--- config.mk ---
export PLATFORM = sky130hd
export DESIGN_NAME = ram_cmd_decoder
export DESIGN_NICKNAME = d
export VERILOG_FILES = /design/src/design/ram_req_pkg.sv /design/src/design/ram_cmd_decoder.sv
export VERILOG_INCLUDE_DIRS = /design/src /design/src/design
export SDC_FILE = /design/constraint.sdc
export NUM_CORES = 1
export LEC_CHECK = 0
export ABC_AREA = 1
export BUFFER_PORTS_ARGS = -buffer_cell sky130_fd_sc_hd__buf_2
export CAP_MARGIN = 30
export CORE_MARGIN = 3
export CORE_UTILIZATION = 44
export CTS_BUF_LIST = sky130_fd_sc_hd__clkbuf_16
export CTS_CLUSTER_DIAMETER = 200
export CTS_CLUSTER_SIZE = 40
export DETAILED_ROUTE_END_ITERATION = 16
export PLACE_DENSITY = 0.82
export SLEW_MARGIN = 20
export SYNTH_ARGS = -nofsm -noshare
export SYNTH_HDL_FRONTEND = slang
export SYNTH_SLANG_ARGS = --single-unit
export TNS_END_PERCENT = 5
--- constraint.sdc ---
create_clock -name clk -period 3 [get_ports clk]
set_input_delay 0.15 -clock clk [delete_from_list [all_inputs] [get_ports clk]]
set_output_delay 0.15 -clock clk [all_outputs]
set_load 0.02 [all_outputs]
--- src/design/ram_model_params.svh ---
`ifndef RAM_MODEL_PARAMS_SVH
`define RAM_MODEL_PARAMS_SVH

// Address width in bits, 32 or 64.
`define RAM_ADDR_WIDTH 32

// Number of banks, a power of two.
`define RAM_NUM_BANKS 4

// 32-bit words per bank, a power of two.
`define RAM_BANK_WORDS 64

// Transactions in flight, a power of two.
`define RAM_ORDER_DEPTH 4

`endif
--- src/design/ram_req_pkg.sv ---
`default_nettype none

`include "ram_model_params.svh"

package ram_req_pkg;

    // Burst field of the command header, bits 4 to 3.
    typedef enum logic [1:0] {
        FIXED = 2'd0,
        INCR  = 2'd1,
        WRAP  = 2'd2
    } burst_e;

    // IDLE takes the header, HEAD the low address word.
    // ADDR_1 takes the high word or presents the request, ADDR_2 presents it.
    typedef enum logic [1:0] {
        IDLE   = 2'd0,
        HEAD   = 2'd1,
        ADDR_1 = 2'd2,
        ADDR_2 = 2'd3
    } dec_state_e;

    typedef struct packed {
        logic                       write;
        logic [`RAM_ADDR_WIDTH-1:0] addr;  // Byte address.
        logic [15:0]                id;
        logic [7:0]                 len;   // Beats minus one.
        logic [2:0]                 size;
        burst_e                     burst;
    } a_req_t;

endpackage

`default_nettype wire

--- src/design/ram_cmd_decoder.sv ---
`timescale 1ns/100ps
`default_nettype none

`include "ram_model_params.svh"

module ram_cmd_decoder (
    input  logic                clk,
    input  logic                rst,
    input  logic                cmd_valid,
    output logic                cmd_ready,
    input  logic [31:0]         cmd_data,
    output logic                req_valid,
    input  logic                req_ready,
    output ram_req_pkg::a_req_t req,
    output logic                busy
);

    import ram_req_pkg::*;

    localparam bit ADDR_32 = `RAM_ADDR_WIDTH <= 32;

    dec_state_e state;
    dec_state_e state_next;
    logic       cmd_fire;
    logic       req_fire;

    assign cmd_fire = cmd_valid && cmd_ready;
    assign req_fire = req_valid && req_ready;

    always_ff @(posedge clk) begin
        if (rst) begin
            state <= IDLE;
        end else begin
            state <= state_next;
        end
    end

    always_comb begin
        state_next = state;
        case (state)
            IDLE: begin
                if (cmd_fire) state_next = HEAD;
            end
            HEAD: begin
                if (cmd_fire) state_next = ADDR_1;
            end
            ADDR_1: begin
                if (ADDR_32 ? req_fire : cmd_fire) begin
                    state_next = ADDR_32 ? IDLE : ADDR_2;
                end
            end
            ADDR_2: begin
                if (req_fire) state_next = IDLE;
            end
            default: state_next = IDLE;
        endcase
    end

    // Low while a request waits for the router.
    assign cmd_ready = state == IDLE || state == HEAD || (state == ADDR_1 && !ADDR_32);
    assign req_valid = ADDR_32 ? state == ADDR_1 : state == ADDR_2;
    assign busy      = state != IDLE;

    always_ff @(posedge clk) begin
        if (cmd_fire) begin
            case (state)
                IDLE: begin
                    req.id    <= cmd_data[31:16];
                    req.len   <= cmd_data[15:8];
                    req.size  <= cmd_data[7:5];
                    req.burst <= burst_e'(cmd_data[4:3]);
                    req.write <= cmd_data[0];
                end
                HEAD: begin
                    req.addr <= `RAM_ADDR_WIDTH'(cmd_data);  // Low word.
                end
                ADDR_1: begin
                    req.addr <= `RAM_ADDR_WIDTH'({cmd_data, req.addr[31:0]});
                end
                default: ;
            endcase
        end
    end

endmodule

`default_nettype wire

# Word level (Yosys, flattened, before mapping)
# Index checks and enable logic that the tools add are counted.
[totals] ff_bits=64 in_bits=36 out_inout_bits=65 elab_cells=26
[classes] eq_ne=6 n_mux=4 reduce_logical=9
[ops] cell="2-bit two-way mux" count=3
[ops] cell="2-bit one-hot mux with 3 select lines" count=1
[ops] cell="2-bit == test (second input constant)" count=2
[ops] cell="2-bit inequality test (second input constant)" count=2
[ops] cell="2-bit AND reduction" count=2
[ops] cell="3-bit AND reduction" count=1
[ops] cell="2-bit by 1-bit == test with 1-bit output (second input constant)" count=1
[ops] cell="1-bit logical AND" count=2
[ops] cell="2-bit zero test" count=1
[ops] cell="2-bit by 1-bit inequality test with 1-bit output (second input constant)" count=1
[ops] cell="2-bit nonzero test" count=1
[ops] cell="2-bit OR reduction" count=1
[ops] cell="1-bit logical OR" count=1

# Depth between registers and ports, before layout
[depth] word_depth=5 depth_mapped=4 mapped_depth_nobuf=4

# Worst setup path after synthesis
# Ideal clock, no wire load.
[synth_timing] kind="flip-flop to flip-flop" start="register state[1]" end="register req[0] (netlist name), enable pin" setup_time_ns=0.417 arrival_ns=1.866 t_required_ns=2.583 slack_ns=0.717 path_stages_with_launch=4 n_path_buf=0 period_less_slack_ns=2.283 cell_sequence="dfxtp_1 inv_1 nand2_1 nor2_1"
[synth_between] elab_chain_cells=4 elab_cells_between_ends=5 cone_classes="eq/ne (1); reduce/logical (4)"
[synth_lines] item="start, declared" line="ram_cmd_decoder.sv:22" source="dec_state_e state;"
[synth_lines] item="start signal, assigned" line="ram_cmd_decoder.sv:34" source="state <= state_next;"
[synth_lines] item="2-bit by 1-bit == test with 1-bit output or 2-bit zero test (tied branches)" line="ram_cmd_decoder.sv:60" source="assign cmd_ready = state == IDLE || state == HEAD || (state == ADDR_1 && !ADDR_32);"
[synth_lines] item="1-bit logical OR (*)" line="ram_cmd_decoder.sv:60"
[synth_lines] item="net cmd_ready" line="ram_cmd_decoder.sv:10" source="output logic cmd_ready,"
[synth_lines] item="1-bit logical AND (*)" line="ram_cmd_decoder.sv:27" source="assign cmd_fire = cmd_valid && cmd_ready;"
[synth_lines] item="2-bit AND reduction (no line) (*)"
[synth_lines] item="end, declared" line="ram_cmd_decoder.sv:14" source="output ram_req_pkg::a_req_t req,"
# The timed path passes the listed nets; every way through them passes the cells marked *.
# A chain may end at the register's enable or synchronous reset.

# Worst setup path in the final report
[layout_timing] start="register state[1]" end="register req[3] (netlist name), enable pin"
[layout_between] elab_chain_cells=4 elab_cells_between_ends=5 cone_classes="eq/ne (1); reduce/logical (4)"
[layout_lines] item="2-bit by 1-bit == test with 1-bit output or 2-bit zero test (tied branches)" line="ram_cmd_decoder.sv:60, ram_cmd_decoder.sv:66"
[layout_lines] item="1-bit logical OR" line="ram_cmd_decoder.sv:60"
[layout_lines] item="1-bit logical AND" line="ram_cmd_decoder.sv:27"
[layout_lines] item="2-bit AND reduction (no line) (*)"
# Mark *: on every way between the ends. The rest lies on a longest branch, timed or not.

==> metrics.txt <==
r2r setup slk=roughly 1.1 ns; Initial Util=0.4743; Total Routing Usage GR=0.1658; global-route wire length before repair=approximately 6000 um; die width=~73 um; Placer Congestion=between 0.6 and 0.7; clock sink total=64; hold path cells=1; most common cell after layout, fill and taps aside=buf_2; wire per inst=approximately 16 um; CP Launch Point=state[1]; peak supply drop=about 0.58 mV; io pins=between 100 and 150; Netlist cell types=8; Clock Latency Late Sink=0.31 ns; required time of the critical path=3.00 ns; commonest cells after routing, fill and taps aside=buf_2 (100), edfxtp_1 (62), clkbuf_16 (9), nand2_1 (5); hold buffers post-CTS=0; Worst Tran Pin Value=just under 0.8 ns; total power draw=~2.1 mW; Critical Path AT=between 1.5 and 2 ns; vias in the first global route=1,200; length in cells of the worst reg-to-reg path=4; endpoints failing hold=0; DRT antenna net count=0; cell area after layout=2803 um^2; critical path class=reg2reg; vias per cell=around 4.6; layout cells sized above 1=0.5909; H-tree lvl count=3; detailed placer's ending HPWL=~2900 um; Routed Wire Length=about 4000 um; post-cts sizing count=0; syn_nets=between 100 and 150; post-CTS setup buffers=0; worst min path class=in2reg; Buffers on Ports=100; Final Slew Violations=0; CTS Root Cell=clkbuf_16; Setup crit start kind=register; clock slew seen by the registers of the worst setup and hold paths=about 0.05 ns; CTS Buffer Depth=2; syn_area_per_cell=approximately 25 um^2; RSZ-0062 raised after global routing=no; TNS Setup=0 ns; die height=72.84 um; die footprint=between 5000 and 6000 um^2; Cell Rows=23; worst path bufs/invs=2; dpl cell area=approximately 2500 um^2; R2R Path Start=state[1]; Final setup viols=0; critical path peak fanout=16; via count=about 1,200; Yosys reg bits=between 60 and 70; layout overhead on the synthesized area=42.58%; setup skew after layout=0.003558 ns; sequential share of the synthesized area=0.9675; grt total ovfl=0; Crit-path slowest cell=nor2_2; Crit Reg-Reg Endpoint=req[3]; Synth Instances=80; Core Area=between 4000 and 5000 um^2; CP max stage delay=around 0.61 ns; Fmax=0.5339 GHz; Hold Crit Endpoint=req[49]; largest net degree at the start of global routing=33; post-synth top area cell=edfxtp_1; antenna violations before repair=0; CTS tree=built; Post-Syn Area=~2000 um^2; DRT Pass-1 Iters=4; MaxCap Viol Count=0; status=completed; # nets final=approximately 230; Num CTS Buffers=9; Leak=between 1 and 1.5 nW; hold_sp=cmd_data[20]; Yosys warning count=0; Crit. End Element=register; Slew headroom=0.4758; pwr dens=around 750 nW/um^2; period utilization=0.6244; Tmin final=~1.9 ns; post-synth top area share=0.9472; crit path cell chain=inv_1 -> nand2_1 -> nor2_2 -> buf_4; Starting DRT DRC Count=70; antenna cells=0; dominant cells by area after synthesis=edfxtp_1 (95%), dfxtp_1 (2.0%), nand2_1 (0.95%); # DRC=0; Crit path max-delay family=simple AND/OR/NAND/NOR gates
metrics by stage:
| step | hold WS (ns) | utilization | worst slack, ns | instances |
|---|---|---|---|---|
| floorplan | 0.2489 | - | 0.7175 | 80 |
| global placement | 0.3349 | 0.6144 | 1.273 | 232 |
| detailed placement | 0.3356 | 0.6144 | 1.150 | 232 |
| CTS | 0.008100 | 0.6763 | 1.095 | 248 |
| global route | 0.004683 | 0.6763 | 0.9720 | 248 |
| finish | 0.01814 | 0.6763 | 1.127 | 248 |
synth_stat cells (all sizes together):
cell type,instances
inv,4
edfxtp,62
a21oi,2
dfxtp,2
nand3,1
nor2,4
nand2,5
cell families after synthesis:
logic type	after synthesis	synth area share
flip-flops	64	0.9675
AND/OR/NAND/NOR	10	0.01973
buffers and inverters	4	0.007636
AO/OA/AOI/OAI	2	0.005093
where the power goes:
part	switching [mW]	leakage, nW	total [mW]	internal [mW]
registers	0.0126	0.597	1.05	1.04
clock network	0.331	0.135	0.872	0.542
logic	0.117	0.454	0.168	0.0514
layout make-up:
cell class	count	area (um^2)
clock inverter	7	31.28
inverter	4	15.01
fill	309	1341
multi-input combinational	12	51.30
sequential	64	1902
clock buffer	9	225.2
tap	50	62.56
timing repair buffer	102	515.5
registers in the layout (all words and copies together) (netlist names):
name	flops
state	2
req	62
metal layers:
| metal | wire, um | GRT usage | up-vias |
|---|---|---|---|
| li1 | - | - | 537 |
| met1 | 1426 | 0.1744 | 537 |
| met2 | 1935 | 0.2535 | 71 |
| met3 | 583 | 0.1116 | 6 |
| met4 | 71 | 0.08197 | 0 |
| met5 | 0 | 0 | - |
worst max-delay path by stage:
| stage | endpoint | cells after the start | slack (ns) |
|---|---|---|---|
| floorplan | req[0] | 3 | 0.72 |
| global placement | req[8] | 4 | 1.27 |
| detailed placement | req[23] | 4 | 1.15 |
| CTS | req[20] | 4 | 1.10 |
| global route | req[18] | 4 | 0.97 |
| finish | req[3] | 4 | 1.13 |
worst register-to-register path, stage by stage, from the launching register on:
cell	delay (ns)
dfxtp_1	0.32
inv_1	0.16
nand2_1	0.10
nor2_2	0.61
buf_4	0.37
No activity file was read; power rests on OpenSTA's default activity.
