`config.mk`:
```
export PLATFORM = sky130hd
export DESIGN_NAME = ram_bank_router
export DESIGN_NICKNAME = d
export VERILOG_FILES = /design/src/design/ram_data_pkg.sv /design/src/design/ram_req_pkg.sv /design/src/design/ram_bank_router.sv
export VERILOG_INCLUDE_DIRS = /design/src /design/src/design
export SDC_FILE = /design/constraint.sdc
export NUM_CORES = 1
export LEC_CHECK = 0
export BUFFER_PORTS_ARGS = -buffer_cell sky130_fd_sc_hd__buf_4
export CAP_MARGIN = 20
export CELL_PAD_IN_SITES_DETAIL_PLACEMENT = 0
export CELL_PAD_IN_SITES_GLOBAL_PLACEMENT = 1
export CORE_UTILIZATION = 34
export CTS_BUF_LIST = sky130_fd_sc_hd__clkbuf_8
export DETAILED_ROUTE_END_ITERATION = 6
export GPL_ROUTABILITY_DRIVEN = 0
export HOLD_SLACK_MARGIN = 0.06
export PLACE_DENSITY_LB_ADDON = 0.1
export SYNTH_ARGS = -nofsm -noshare
export SYNTH_HDL_FRONTEND = slang
export SYNTH_SLANG_ARGS = --single-unit
```
`constraint.sdc`:
```
create_clock -name clk -period 5.2 [get_ports clk]
set_input_delay 0.52 -clock clk [delete_from_list [all_inputs] [get_ports clk]]
set_output_delay 0.52 -clock clk [all_outputs]
set_load 0.05 [all_outputs]
```
`src/design/ram_model_params.svh`:
```
`ifndef RAM_MODEL_PARAMS_SVH
`define RAM_MODEL_PARAMS_SVH

// Address width in bits, 32 or 64.
`define RAM_ADDR_WIDTH 32

// Number of banks, a power of two.
`define RAM_NUM_BANKS 4

// 32-bit words per bank, a power of two.
`define RAM_BANK_WORDS 64

// Transactions in flight, a power of two.
`define RAM_ORDER_DEPTH 4

`endif
```
`src/design/ram_data_pkg.sv`:
```
`default_nettype none

package ram_data_pkg;

    typedef enum logic {
        RESP_READ  = 1'b0,
        RESP_WRITE = 1'b1
    } resp_op_e;

    typedef struct packed {
        logic [31:0] data;
        logic        last;
    } w_beat_t;

    typedef struct packed {
        resp_op_e    opcode;
        logic [15:0] id;
        logic [7:0]  len;
        logic [31:0] data;   // Read data, don't care for writes.
        logic        first;
        logic        last;
    } bank_resp_t;

endpackage

`default_nettype wire

```
`src/design/ram_req_pkg.sv`:
```
`default_nettype none

`include "ram_model_params.svh"

package ram_req_pkg;

    // Burst field of the command header, bits 4 to 3.
    typedef enum logic [1:0] {
        FIXED = 2'd0,
        INCR  = 2'd1,
        WRAP  = 2'd2
    } burst_e;

    // IDLE takes the header, HEAD the low address word.
    // ADDR_1 takes the high word or presents the request, ADDR_2 presents it.
    typedef enum logic [1:0] {
        IDLE   = 2'd0,
        HEAD   = 2'd1,
        ADDR_1 = 2'd2,
        ADDR_2 = 2'd3
    } dec_state_e;

    typedef struct packed {
        logic                       write;
        logic [`RAM_ADDR_WIDTH-1:0] addr;  // Byte address.
        logic [15:0]                id;
        logic [7:0]                 len;   // Beats minus one.
        logic [2:0]                 size;
        burst_e                     burst;
    } a_req_t;

endpackage

`default_nettype wire

```
`src/design/ram_bank_router.sv`:
```
`timescale 1ns/100ps
`default_nettype none

`include "ram_model_params.svh"

module ram_bank_router (
    input  logic                                   clk,
    input  logic                                   rst,
    input  logic                                   req_valid,
    output logic                                   req_ready,
    input  ram_req_pkg::a_req_t                    req,
    output logic [`RAM_NUM_BANKS-1:0]              bank_req_valid,
    input  logic [`RAM_NUM_BANKS-1:0]              bank_req_ready,
    output ram_req_pkg::a_req_t                    bank_req,
    input  logic                                   wr_valid,
    output logic                                   wr_ready,
    input  logic [31:0]                            wr_data,
    output logic [`RAM_NUM_BANKS-1:0]              bank_w_valid,
    input  logic [`RAM_NUM_BANKS-1:0]              bank_w_ready,
    output ram_data_pkg::w_beat_t                  bank_w,
    output logic                                   ord_valid,
    input  logic                                   ord_ready,
    output logic [$clog2(`RAM_NUM_BANKS)-1:0]      ord_bank,
    output logic                                   busy
);

    localparam int BANK_BITS = $clog2(`RAM_NUM_BANKS);
    localparam int WORD_BITS = $clog2(`RAM_BANK_WORDS);
    localparam int PTR_BITS  = $clog2(`RAM_ORDER_DEPTH);
    localparam logic [PTR_BITS:0] DEPTH = `RAM_ORDER_DEPTH;

    typedef struct packed {
        logic [BANK_BITS-1:0] bank;
        logic [7:0]           len;
    } wq_entry_t;

    wq_entry_t            wq [`RAM_ORDER_DEPTH];
    wq_entry_t            wq_head;
    logic [PTR_BITS-1:0]  wq_wr_ptr;
    logic [PTR_BITS-1:0]  wq_rd_ptr;
    logic [PTR_BITS:0]    wq_count;
    logic [7:0]           w_cnt;
    logic [BANK_BITS-1:0] sel;
    logic                 room;
    logic                 req_fire;
    logic                 w_fire;
    logic                 w_last;
    logic                 wq_push;
    logic                 wq_pop;

    // Bank bits sit just above the word index.
    assign sel  = req.addr[2+WORD_BITS +: BANK_BITS];
    assign room = !req.write || wq_count != DEPTH;

    assign ord_valid      = req_valid && bank_req_ready[sel] && room;
    assign ord_bank       = sel;
    assign req_ready      = bank_req_ready[sel] && ord_ready && room;
    assign bank_req_valid = `RAM_NUM_BANKS'(req_valid && ord_ready && room) << sel;
    assign bank_req       = req;
    assign req_fire       = req_valid && req_ready;

    // Write words go to the oldest pending write.
    assign wq_head      = wq[wq_rd_ptr];
    assign w_last       = w_cnt == wq_head.len;
    assign wr_ready     = wq_count != 0 && bank_w_ready[wq_head.bank];
    assign bank_w_valid = `RAM_NUM_BANKS'(wr_valid && wq_count != 0) << wq_head.bank;
    assign bank_w       = '{data: wr_data, last: w_last};
    assign w_fire       = wr_valid && wr_ready;

    assign wq_push = req_fire && req.write;
    assign wq_pop  = w_fire && w_last;
    assign busy    = wq_count != 0;

    always_ff @(posedge clk) begin
        if (wq_push) wq[wq_wr_ptr] <= '{bank: sel, len: req.len};
    end

    always_ff @(posedge clk) begin
        if (rst) begin
            wq_wr_ptr <= '0;
            wq_rd_ptr <= '0;
            wq_count  <= '0;
            w_cnt     <= '0;
        end else begin
            if (wq_push) wq_wr_ptr <= wq_wr_ptr + 1'b1;
            if (wq_pop) wq_rd_ptr <= wq_rd_ptr + 1'b1;
            if (wq_push && !wq_pop) begin
                wq_count <= wq_count + 1'b1;
            end else if (wq_pop && !wq_push) begin
                wq_count <= wq_count - 1'b1;
            end
            if (w_fire) w_cnt <= w_last ? 8'd0 : w_cnt + 8'd1;
        end
    end

endmodule

`default_nettype wire

```
After elaboration in Yosys (flattened, before gate mapping) --
Memories as Yosys holds them, arrays and structs flattened. A register that Yosys moved wholly into a read port is not among the register bits. Cells that the tools add are included.
Word-level totals: bits in writable memories 40, flip-flop bits (word level) 15, memories kept 1, logic and storage cells 47
Memory list:
- wq | words 4, bits a word 10, rd ports 1, clocked after memory_dff 1, wr ports 1, RTL line ram_bank_router.sv:37 | wq_entry_t wq [`RAM_ORDER_DEPTH];
Operators by class: $lt $le $gt $ge 2, shift operators 2, equal/unequal tests 2, $add $sub $neg 5, muxes and demuxes 11, reduce and logical (&&, ||, !) cells 20
Operators by type and width (count):
- $logic_and A1 B1 Y1 | 14
- $add A8 B1 Y8 const B | 1
- $eq A8 B8 Y1 | 1
- $mux W8 | 1
- $shl A1 B2 Y4 | 2
- $lt A2 B3 Y1 const B | 2
- $mux W3 | 2
- $add A2 B1 Y2 const B | 2
- $bmux W1 S2 | 2
- $mux W1 | 4
- $mux W2 | 2
- $add A3 B1 Y3 const B | 1
- $logic_not A1 Y1 | 3
- $ne A3 B3 Y1 const B | 1
- $reduce_bool A3 Y1 | 1
- $sub A3 B1 Y3 const B | 1
- $reduce_bool A2 Y1 | 1
- $logic_or A1 B1 Y1 | 1

Depth between registers and ports, before layout --
depth in word-level cells 10, depth in mapped cells 12, gate-level depth less buffers 11

Worst setup path after synthesis --
OpenSTA, ideal clock, no wires.
kind register to register, start reg (tool-made name), end reg wq_count[2], buffers on the path 1, setup slack 2.488 ns, setup time 0.071 ns, arrival time 2.641 ns, clock period less this slack 2.712 ns, cell stages (with the launch flop) 13, path through dfxtp_1 buf_6 mux4_1 xnor2_1 nand4_1 nor2_1 nand3_1 ha_1 inv_1 fa_1 xor2_1 or3_1 a21oi_1
RTL lines:
- end signal, assigned | RTL line ram_bank_router.sv:88 | wq_count <= wq_count + 1'b1;
- end signal, assigned | RTL line ram_bank_router.sv:90 | wq_count <= wq_count - 1'b1;
- end, declared | RTL line ram_bank_router.sv:41 | logic [PTR_BITS:0] wq_count;

==> impl_metrics.toml <==
[outcome]
status = "complete, no violations"

[setup_path]
crit_arrival_ns = 3.55
rrSetupSlack_ns = 1.92
worst_setup_path_end_kind = "flip-flop"
cpPeakStageDelay_ns = 0.76
worst_r2r_endpoint = "wq_count[2]"
path_cells = "mux4_2 > mux2i_1 > mux2i_1 > nand3_1 > ha_1 > inv_1 > fa_1 > xor2_1 > or3_1 > a21oi_1"
cp_max_fo = 10
worst-setup-path-type = "flip-flop to flip-flop"
path_common_cell = "mux2i_1"
start_kind = "flip-flop"
cp.required_ns = 5.47
r2r_cells = 10
cpMaxStageDelayCell = "dfxtp_1"

[drt]
vias = 1685
drt_iter0_drc = 50
post_drt_wl_per_cell_um = 21.8
wl_um = 8030
first_pass_iters = 4
drc = 0
routed_via_density = 4.58
ant_nets = 0

[global_routing]
grtUsageTotal_pct = 16.4
grt_antenna_before_repair = 0
overflow = 0
grt_max_degree = 19
grt_pass1_wl_um = 11100
grt_pass1_vias = 1628

[timing]
holdWs_ns = 0.392
slew_headroom_pct = 54.7
worst_pin_slew_ns = 0.679
max_freq_ghz = 0.305
finalCritPeriodShare_pct = 63.0
rsz0062_at_grt = "no"
hold_viol = 0
drv_slew = 0
tns_ns = 0
clock_skew_ns = 0.00828
period_needed_ns = 3.28
setup_viol = 0

[flow_run]
drv_cap = 0

[logic_synthesis]
synthDominantCellAreaShare_pct = 36.7
avgSynthCellArea_um2 = 11.9
yosys.area.top_type = "edfxtp_1"
ys_ff_latch = 57
synth.most_common_cell = "buf_4"
ys_top_cells_by_count = "97 x buf_4, 40 x edfxtp_1, 17 x dfxtp_1, 14 x nor2_1"
async_flop_share_pct = 0
yosys_warnings = 0
synth.distinct_cells = 37
synth-main-ff-cell = "edfxtp_1"
postSynthCellCount = 276
synth_edf_count = 40
yosysSeqAreaShare_pct = 47.1
syn-cell-area_mm2 = 0.00327
synth.area.top_cells = "edfxtp_1 37%, buf_4 22%, dfxtp_1 10%, mux4_2 6.2%, xnor2_1 2.4%"
syn_nets = 390

[clock_network]
clk_latency_ns = 0.34
cts_resized = 0
cts_setup_buffers = 0
cts-root-buf = "clkbuf_8"
ctsLongestPathBuffers = 2
clock_sinks = 57
cts_tree = "yes"
clkSlewWorstSetupHoldPaths_ns = 0.07
holdBufCountCts = 0
htreeDepth = 3
cts_inserted_buffers = 9

[die]
coreArea_mm2 = 0.00928
dieArea_mm2 = 0.0100
pin_count = 216
placementRows = 35
die_y_um = 100
start_util_pct = 35.2
die_x_um = 100

[power]
power_density_mw_per_mm2 = 297
ir_drop_v = 0.000141
total_power_mw = 0.957
cellLeakagePower_nw = 1.15

[layout]
drive_above_1_share_pct = 33.1
area_growth_pct = -1.49
nFillCells = 958
diodes = 0
nNetsFinal = 348

[hold_path]
hp-class = "primary input to flip-flop"
hold_depth = 1
hold_start = "req[11]"
holdPathEnd = "wq[2][6]"

[placement]
dpl.hpwl_um = 6460
io_buffers = 49
-- cell families after synthesis --
| group | count (synthesis) | share of synthesized area [%] |
|---|---|---|
| adders and majority gates | 7 | 2.91 |
| AOI/OAI and AO/OA | 21 | 4.13 |
| and+or+nand+nor | 52 | 8.68 |
| buffers and inverters | 109 | 23.9 |
| muxes | 18 | 9.98 |
| xor gates and xnor gates | 12 | 3.21 |
| DFF | 57 | 47.1 |
-- stage by stage --
| stage | setup slack (ns) | instance area [µm²] | std cells | util, % |
|---|---|---|---|---|
| after floorplan | 2.49 | 3270 | 276 | - |
| after detailed placement | 1.90 | 3040 | 352 | 32.8 |
| after global placement | 1.94 | 3040 | 352 | 32.8 |
| after global routing | 1.64 | 3220 | 368 | 34.7 |
| after CTS | 1.88 | 3220 | 368 | 34.7 |
| final | 1.92 | 3220 | 368 | 34.7 |
-- critical path: cells and delay by family, from the launching register on --
family / cells / cell delay (ns)
AOI/OAI and AO/OA: 1 / 0.13
and+or+nand+nor: 2 / 0.41
buffers and inverters: 1 / 0.06
muxes: 3 / 1.15
adders and majority gates: 2 / 0.54
xor gates and xnor gates: 1 / 0.15
DFF: 1 / 0.76
-- worst max path at each step --
stage	to	slack (ns)	from	cells after the start
after detailed placement	wq_count[2]	1.90	flip-flop	10
after floorplan	wq_count[2]	2.49	flip-flop	12
after CTS	wq_count[2]	1.88	flip-flop	10
final	wq_count[2]	1.92	flip-flop	10
after global routing	wq_count[2]	1.64	flip-flop	10
after global placement	wq_count[2]	1.94	flip-flop	10
-- layout by cell type (no fill, tap or decap), types with 2 or more instances in the layout --
| cell | count |
|---|---|
| buf_4 | 49 |
| edfxtp_1 | 40 |
| dfxtp_1 | 17 |
| nor2_1 | 14 |
| mux4_2 | 9 |
| xnor2_1 | 9 |
| a21oi_1 | 9 |
| clkbuf_8 | 9 |
| inv_1 | 7 |
| and2_1 | 7 |
| or3_1 | 7 |
| nand2_1 | 6 |
| mux2i_1 | 6 |
| o21ai_0 | 6 |
| ha_1 | 6 |
| and3_1 | 4 |
| nand3_1 | 4 |
| nand4_1 | 3 |
| xor2_1 | 3 |
| mux4_1 | 2 |
| o31ai_1 | 2 |
| clkinvlp_4 | 2 |
| inv_6 | 2 |
| clkinv_4 | 2 |
-- state kept, by name, indices dropped and copies added, names as in the netlist, named ones only --
name,flops
wq_rd_ptr,2
w_cnt,8
wq_wr_ptr,2
wq,40
wq_count,3
-- layout make-up --
type                            count  area [µm²]  area share (%)
Clock buffer                        9         124            3.84
Tap cell                          129         161            5.01
Clock inverter                      7        55.1            1.71
Timing Repair Buffer               49         368            11.4
Inverter                            7        26.3           0.816
Multi-Input combinational cell    110         946            29.4
Sequential cell                    57        1540            47.8
-- metal layers --
metal | global-route usage, % | part of all wire (%) | routed length (µm) | vias up
li1 | - | - | - | 785
met1 | 15.5 | 33 | 2610 | 780
met2 | 27.0 | 50 | 3990 | 103
met3 | 11.9 | 16 | 1290 | 17
met4 | 7.02 | 1.7 | 136 | 0
met5 | 0 | 0 | 0 | -
-- report_power, final --
part           leakage, nW  switching [mW]  internal (mW)
Sequential           0.498         0.00296          0.489
Clock               0.0862           0.194          0.176
Combinational        0.569          0.0610         0.0350
No activity file was read; power rests on OpenSTA's default activity.
