==> src/design/ram_model_params.svh <==
`ifndef RAM_MODEL_PARAMS_SVH
`define RAM_MODEL_PARAMS_SVH

// Address width in bits, 32 or 64.
`define RAM_ADDR_WIDTH 32

// Number of banks, a power of two.
`define RAM_NUM_BANKS 4

// 32-bit words per bank, a power of two.
`define RAM_BANK_WORDS 64

// Transactions in flight, a power of two.
`define RAM_ORDER_DEPTH 4

`endif
==> src/design/ram_data_pkg.sv <==
`default_nettype none

package ram_data_pkg;

    typedef enum logic {
        RESP_READ  = 1'b0,
        RESP_WRITE = 1'b1
    } resp_op_e;

    typedef struct packed {
        logic [31:0] data;
        logic        last;
    } w_beat_t;

    typedef struct packed {
        resp_op_e    opcode;
        logic [15:0] id;
        logic [7:0]  len;
        logic [31:0] data;   // Read data, don't care for writes.
        logic        first;
        logic        last;
    } bank_resp_t;

endpackage

`default_nettype wire

==> src/design/ram_req_pkg.sv <==
`default_nettype none

`include "ram_model_params.svh"

package ram_req_pkg;

    // Burst field of the command header, bits 4 to 3.
    typedef enum logic [1:0] {
        FIXED = 2'd0,
        INCR  = 2'd1,
        WRAP  = 2'd2
    } burst_e;

    // IDLE takes the header, HEAD the low address word.
    // ADDR_1 takes the high word or presents the request, ADDR_2 presents it.
    typedef enum logic [1:0] {
        IDLE   = 2'd0,
        HEAD   = 2'd1,
        ADDR_1 = 2'd2,
        ADDR_2 = 2'd3
    } dec_state_e;

    typedef struct packed {
        logic                       write;
        logic [`RAM_ADDR_WIDTH-1:0] addr;  // Byte address.
        logic [15:0]                id;
        logic [7:0]                 len;   // Beats minus one.
        logic [2:0]                 size;
        burst_e                     burst;
    } a_req_t;

endpackage

`default_nettype wire

==> src/design/ram_bank.sv <==
`timescale 1ns/100ps
`default_nettype none

`include "ram_model_params.svh"

module ram_bank (
    input  logic                     clk,
    input  logic                     rst,
    input  logic                     req_valid,
    output logic                     req_ready,
    input  ram_req_pkg::a_req_t      req,
    input  logic                     w_valid,
    output logic                     w_ready,
    input  ram_data_pkg::w_beat_t    w,
    output logic                     resp_valid,
    input  logic                     resp_ready,
    output ram_data_pkg::bank_resp_t resp
);

    import ram_req_pkg::*;
    import ram_data_pkg::*;

    localparam int WORD_BITS = $clog2(`RAM_BANK_WORDS);

    typedef enum logic [1:0] {
        ST_IDLE  = 2'd0,
        ST_WRITE = 2'd1,
        ST_READ  = 2'd2,
        ST_WRESP = 2'd3
    } bank_state_e;

    logic [31:0]          mem [`RAM_BANK_WORDS];
    bank_state_e          state;
    logic [WORD_BITS-1:0] idx;
    logic [WORD_BITS-1:0] next_idx;
    logic [WORD_BITS-1:0] rd_idx;
    logic [7:0]           cnt;
    logic [7:0]           len_q;
    logic [15:0]          id_q;
    burst_e               burst_q;
    logic [31:0]          rdata;
    logic                 req_fire;
    logic                 w_fire;
    logic                 resp_fire;
    logic                 rd_en;

    assign req_ready  = state == ST_IDLE;
    assign w_ready    = state == ST_WRITE;
    assign resp_valid = state == ST_READ || state == ST_WRESP;
    assign req_fire   = req_valid && req_ready;
    assign w_fire     = w_valid && w_ready;
    assign resp_fire  = resp_valid && resp_ready;

    // WRAP runs as INCR, wrapping inside the bank.
    assign next_idx = burst_q == FIXED ? idx : idx + 1'b1;
    assign rd_idx   = req_fire ? req.addr[2 +: WORD_BITS] : next_idx;
    assign rd_en    = (req_fire && !req.write) || (state == ST_READ && resp_fire && cnt != len_q);

    always_ff @(posedge clk) begin
        if (w_fire) mem[idx] <= w.data;
        if (rd_en) rdata <= mem[rd_idx];  // Holds while stalled.
    end

    always_ff @(posedge clk) begin
        if (rst) begin
            state <= ST_IDLE;
        end else begin
            case (state)
                ST_IDLE:  if (req_fire) state <= req.write ? ST_WRITE : ST_READ;
                ST_WRITE: if (w_fire && w.last) state <= ST_WRESP;
                ST_READ:  if (resp_fire && cnt == len_q) state <= ST_IDLE;
                ST_WRESP: if (resp_fire) state <= ST_IDLE;
                default:  state <= ST_IDLE;
            endcase
        end
    end

    always_ff @(posedge clk) begin
        if (req_fire) begin
            idx     <= req.addr[2 +: WORD_BITS];
            cnt     <= '0;
            len_q   <= req.len;
            id_q    <= req.id;
            burst_q <= req.burst;
        end else if (w_fire || (state == ST_READ && resp_fire)) begin
            idx <= next_idx;
            cnt <= cnt + 8'd1;
        end
    end

    always_comb begin
        resp.opcode = state == ST_WRESP ? RESP_WRITE : RESP_READ;
        resp.id     = id_q;
        resp.len    = len_q;
        resp.data   = rdata;
        resp.first  = state == ST_WRESP || cnt == 8'd0;
        resp.last   = state == ST_WRESP || cnt == len_q;
    end

endmodule

`default_nettype wire

==> config.mk <==
export PLATFORM = sky130hd
export DESIGN_NAME = ram_bank
export DESIGN_NICKNAME = d
export VERILOG_FILES = /design/src/design/ram_data_pkg.sv /design/src/design/ram_req_pkg.sv /design/src/design/ram_bank.sv
export VERILOG_INCLUDE_DIRS = /design/src /design/src/design
export SDC_FILE = /design/constraint.sdc
export NUM_CORES = 2
export LEC_CHECK = 0
export BUFFER_PORTS_ARGS = -buffer_cell sky130_fd_sc_hd__buf_4
export CORE_UTILIZATION = 54
export DETAILED_ROUTE_END_ITERATION = 8
export HOLD_SLACK_MARGIN = 0.15
export PLACE_DENSITY_LB_ADDON = 0.05
export SYNTH_ARGS = -nofsm -noshare
export SYNTH_HDL_FRONTEND = slang
export SYNTH_SLANG_ARGS = --single-unit
==> constraint.sdc <==
create_clock -name clk -period 3.7 [get_ports clk]
set_clock_uncertainty 0.05 [all_clocks]
set_input_delay 0.74 -clock clk [delete_from_list [all_inputs] [get_ports clk]]
set_output_delay 0.74 -clock clk [all_outputs]
set_load 0.005 [all_outputs]
== After elaboration in Yosys (flattened, before gate mapping) ==
Memories as Yosys holds them, arrays and structs flattened. A register that Yosys moved wholly into a read port is not among the register bits.
Index checks and enable logic that the tools add are counted.
Widths: inputs -> output; s select.

* Input port bits: 100
* Memories: 1
* Bits in writable memories: 2048
* Register bits: 42

{| class="wikitable"
|+ Memory list
! name !! words !! width !! rd ports !! clocked after Yosys merged registers in !! write ports !! RTL line !! source
|-
| mem || 64 || 32 || 1 || 1 || 1 || ram_bank.sv:32 || <nowiki>logic [31:0] mem [`RAM_BANK_WORDS];</nowiki>
|}

* $add $sub $neg: 2
* Muxes and demuxes: 13
* Reductions and logical operators: 19
* Eq/ne operators: 9

{| class="wikitable"
|+ Operators by type and width
! cell !! number
|-
| $mux 6 || 4
|-
| $mux 2 || 5
|-
| $add 8x1->8 const B || 1
|-
| $eq 8x8->1 || 1
|-
| $logic_and 1x1->1 || 8
|-
| $logic_not 8->1 || 1
|-
| $ne 8x8->1 || 1
|-
| $pmux 2 s4 || 1
|-
| $add 6x1->6 const B || 1
|-
| $ne 2x1->1 const B || 3
|-
| $logic_or 1x1->1 || 5
|-
| $eq 2x2->1 const B || 2
|-
| $logic_not 2->1 || 2
|-
| $reduce_and 4->1 || 1
|-
| $mux 1 || 3
|-
| $eq 2x1->1 const B || 1
|-
| $ne 2x2->1 const B || 1
|-
| $reduce_bool 2->1 || 1
|-
| $logic_not 1->1 || 1
|}

== Logic depth before layout (Yosys ltp) ==
* Depth in word-level cells: 7
* Gate-level depth with buffers: 13
* Depth with buffers taken out: 9

== Worst setup path after synthesis ==
Ideal clock, no wire load.

* Kind: in2reg
* Start point: input port req_valid
* End point: register rdata[0], read port of mem (enable)
* Data arrival time: 2984 ps
* Setup time: 433 ps
* Path buffers: 2
* Stages on the path: 4
* Setup slack: 233 ps
* Cells stage by stage: or3b_1 -> buf_4 -> buf_2 -> o22ai_1

* Cells in the longest elaborated chain, start to end: 3
* Elaborated cells between the ends (all ways): 4

{| class="wikitable"
|+ Ends and longest elaborated chain
! element !! RTL line !! source
|-
| from (decl) || ram_bank.sv:9 || <nowiki>input logic req_valid,</nowiki>
|-
| $logic_and 1x1->1 || ram_bank.sv:50 || <nowiki>assign req_fire = req_valid && req_ready;</nowiki>
|-
| $logic_and 1x1->1 || ram_bank.sv:57 || <nowiki>assign rd_en = (req_fire && !req.write) || (state == ST_READ && resp_fire && cnt != len_q);</nowiki>
|-
| $logic_or 1x1->1 || ram_bank.sv:57 ||
|-
| via rd_en || ram_bank.sv:45 || <nowiki>logic rd_en;</nowiki>
|-
| to (decl) || ram_bank.sv:41 || <nowiki>logic [31:0] rdata;</nowiki>
|}

The timed path passes the listed nets, and every way through them passes these cells.
A chain may end at the register's enable or synchronous reset.

== Worst setup path after layout ==
* Start point: register idx[2]
* End point: register rdata[10], read port of mem, data pin

* Cells in the longest elaborated chain, start to end: 3

{| class="wikitable"
|+ Ends and longest elaborated chain
! element !! RTL line !! source
|-
| from (decl) || ram_bank.sv:34 || <nowiki>logic [WORD_BITS-1:0] idx;</nowiki>
|-
| from (signal assigned) || ram_bank.sv:80 || <nowiki>idx <= req.addr[2 +: WORD_BITS];</nowiki>
|-
| from (signal assigned) || ram_bank.sv:86 || <nowiki>idx <= next_idx;</nowiki>
|-
| $add 6x1->6 || ram_bank.sv:55 || <nowiki>assign next_idx = burst_q == FIXED ? idx : idx + 1'b1;</nowiki>
|-
| $mux 6 (*) || ram_bank.sv:55 ||
|-
| $mux 6 (*) || ram_bank.sv:56 || <nowiki>assign rd_idx = req_fire ? req.addr[2 +: WORD_BITS] : next_idx;</nowiki>
|}

Mark *: on every way between the ends. The rest lies on a longest branch, timed or not.

==> reports/qor.csv <==
metric,value,unit
status,"finished, final reports clean",
gpl congestion,0.815,
Yosys top cell by area,edfxtp_1,
Skew-Pair Late Insertion Delay,0.82,ns
fin crit share,0.996,
CP max stage delay,0.89,ns
Max Cap Viol,0,
Yosys reg bits,2122,
Post-Synthesis Cells,4298,
post-layout instance area,0.0970,mm2
Hold WC Path Type,in2reg,
Routed WL,234000,um
Sw Ratio,0.266,
dpl ws,-0.323,ns
CP cell instances,o2111ai_1 -> or3_1 -> a31o_2 -> nor3_2 -> nand3_1 -> nand4_1 -> buf_4 -> or3_1,
Die Span X,392,um
"antenna viol nets, final",0,
Worst EP arrival,4.33,ns
YS warnings,0,
Die ar.,0.153,mm2
# placed instances,6672,
first-pass GRT wire length,325000,um
Final setup viols,0,
overall routing resource usage,0.307,
core area,0.150,mm2
main flop type after synthesis,edfxtp_1,
CP endpoint kind,register,
worst slew pin tran,1.17,ns
combinational share of power,0.196,
critical path's top delay family,simple AND/OR/NAND/NOR gates,
Final WS setup,0.0154,ns
clock root buffer,clkbuf_16,
FMAX,271,MHz
Max Root-Sink Buffers,3,
Synth top area share,0.773,
Num CTS Buffers,212,
row cnt,142,
Pre-antenna DRT Iters,6,
VDD IR max,0.477,mV
Netlist cell types,67,
PD cells,609,mW/mm2
register share of total power,0.455,
number of global-route vias before repair,44167,
Slew Limit Headroom,0.219,
Detail Placement HPWL,138000,um
share of layout cells above drive strength 1,0.246,
CTS tree,yes,
CP Class,reg2reg,
post-synth net total,4401,
cell with the most instances after synthesis,edfxtp_1,
vias,45288,
CTS sink cnt,2122,
grt ovf,0,
non-filler instance count after layout,7103,
"Req. time, crit path",4.35,ns
Synth Area in XOR/XNOR,0.00201,
Synth area leaders,"edfxtp_1 (77%), mux4_2 (6.5%), mux2i_1 (5.0%), o221ai_1 (2.2%), a21oi_1 (1.3%)",
Crit. path cell count,8,
crit-path most repeated cell,or3_1,
crit path time final,3.68,ns
asr flop ratio synth,0,
startpoint types,register,
Port Buffers,132,
CTS H-Tree Depth,4,
Clk pwr share,0.349,
largest net degree at the start of global routing,65,
synthesized area,0.0820,mm2
Leakage,32.3,nW
Layout Nets,5011,
R2R depth,8,
Detailed Route Iter0 Violations,4579,
largest family of logic cells by synthesized area,multiplexers,
top-level I/O count,162,
worst-path fanout max,10,
Critical path buffers and inverters,1,
Adder-Cell Fraction of Synth Area,0.000458,
fin. max-slew vios,0,
DR WL/cell,33.0,um
Hold Path Depth,3,
initial antenna violation count,12,
Critical Path Slowest Stage Cell,nor3_2,
register area share after synthesis,0.776,
internal power,43.4,mW
clock slew at reported path FFs,0.06,ns
"EDFF count, synth",2112,
residual DRC count,0,
"Hold Violations, Final",0,
Die H,392,um
Placed Area,0.0899,mm2
most instantiated cells after synthesis,"edfxtp_1 (2,112), mux2i_1 (408), nand2_1 (280), mux4_2 (236), a21oi_1 (212)",
switching power,15.7,mW
post-synthesis compound-gate area fraction,0.0537,
Area Growth Syn to Fin,18.3,%
vias per cell,6.38,
initial core utilization,0.546,
Mean Syn Cell Area,19.1,um2
Simple-Gate Fraction of Synth Area,0.0342,
post-synthesis mux area share,0.115,
power by group through the flow:
stage	Combinational, mW	Sequential [mW]	Clock, mW
detailed placement	11.3	27.4	0
global route	12.1	26.9	21.8
CTS	11.4	26.9	20.9
finish	11.6	26.9	20.6
floorplan	5.94	27.3	0
global placement	11.2	27.4	0
logic make-up after synthesis:
group / Yosys count
AO/OA/AOI/OAI: 621
XOR/XNOR: 18
adder cells (fa/ha/maj): 3
buffers and inverters: 276
flip-flops: 2122
multiplexers: 648
AND/OR/NAND/NOR: 610
timing repair:
item	in CTS	in global routing
buffers inserted	0	9
endpoints found under the hold margin	28	0
setup endpoints to repair	0	20
hold buffers	27	0
gates resized for setup	0	17
final cells by class:
cell class / instances / area, um2
flip-flops and latches: 2122 / 63600
multi-input cells: 1900 / 17500
clock inverters: 110 / 922
repair buffers: 656 / 6680
clock buffers: 277 / 5700
fillers: 10441 / 53300
well taps: 2016 / 2520
diodes: 6 / 15.0
inverters: 16 / 87.6
layer usage:
metal  wire, um  global-route usage  part of all wire  up-vias
met1      93800               0.423              0.40    23741
met3      23200              0.0821             0.099      405
li1           -                   -                 -    19030
met2     110000               0.482              0.47     2104
met5         55                   0           0.00023        -
met4       7050              0.0938             0.030        8
per-stage QoR:
| step | hold slack, ns | setup TNS [ns] | power (mW) | util |
|---|---|---|---|---|
| 2_1_floorplan | 0.472 | 0 | 33.2 | - |
| 3_3_place_gp | 0.498 | -6.78 | 38.6 | 0.598 |
| 3_5_place_dp | 0.525 | -7.56 | 38.7 | 0.598 |
| 4_1_cts | 0.154 | 0 | 59.1 | 0.644 |
| 5_1_grt | 0.185 | -0.130 | 60.8 | 0.645 |
| 6_report | 0.198 | 0 | 59.0 | 0.645 |
sequential cells by signal, indices dropped and copies added (netlist names):
signal / count
len_q: 8
idx: 6
rdata: 32
mem: 2048
burst_q: 2
state: 2
cnt: 8
id_q: 16
final timing paths:
| check | end | slack (ns) | start |
|---|---|---|---|
| setup reg to reg | rdata[10]$_DFFE_PP_ | 0.02 | idx[2]$_DFFE_PP_ |
| setup / recovery | rdata[10]$_DFFE_PP_ | 0.02 | idx[2]$_DFFE_PP_ |
| hold / removal | state[1]$_SDFFE_PP0P_ | 0.20 | resp_ready |
| hold reg to reg | cnt[7]$_SDFFE_PP0P_ | 0.54 | cnt[7]$_SDFFE_PP0P_ |
cells in the final DEF (no fill, tap or decap), drive strengths merged, types with 5 or more instances in the layout:
cell type / Yosys / final
a211oi: 6 / 6
a21oi: 213 / 213
a221oi: 14 / 14
a311oi: 23 / 23
buf: 194 / 627
bufinv: 0 / 14
clkbuf: 66 / 279
clkinv: 1 / 86
clkinvlp: 0 / 5
dfxtp: 10 / 10
diode: 0 / 6
dlygate4sd3: 0 / 27
edfxtp: 2112 / 2112
inv: 15 / 21
mux2i: 408 / 408
mux4: 236 / 236
nand2: 280 / 280
nand3: 41 / 41
nand4: 17 / 17
nor2: 84 / 84
nor2b: 14 / 14
nor3: 112 / 112
o21ai: 23 / 23
o221ai: 213 / 213
o22ai: 69 / 69
o31ai: 16 / 16
o32ai: 25 / 25
or3: 12 / 12
or4: 24 / 24
xnor2: 11 / 11
xor2: 7 / 7
worst min-delay path: cells and delay by family:
kind / cells / cell delay, ns
buffers and inverters: 1 / 0.09
AO/OA/AOI/OAI: 1 / 0.14
AND/OR/NAND/NOR: 1 / 0.04
No activity file was read; power rests on OpenSTA's default activity.
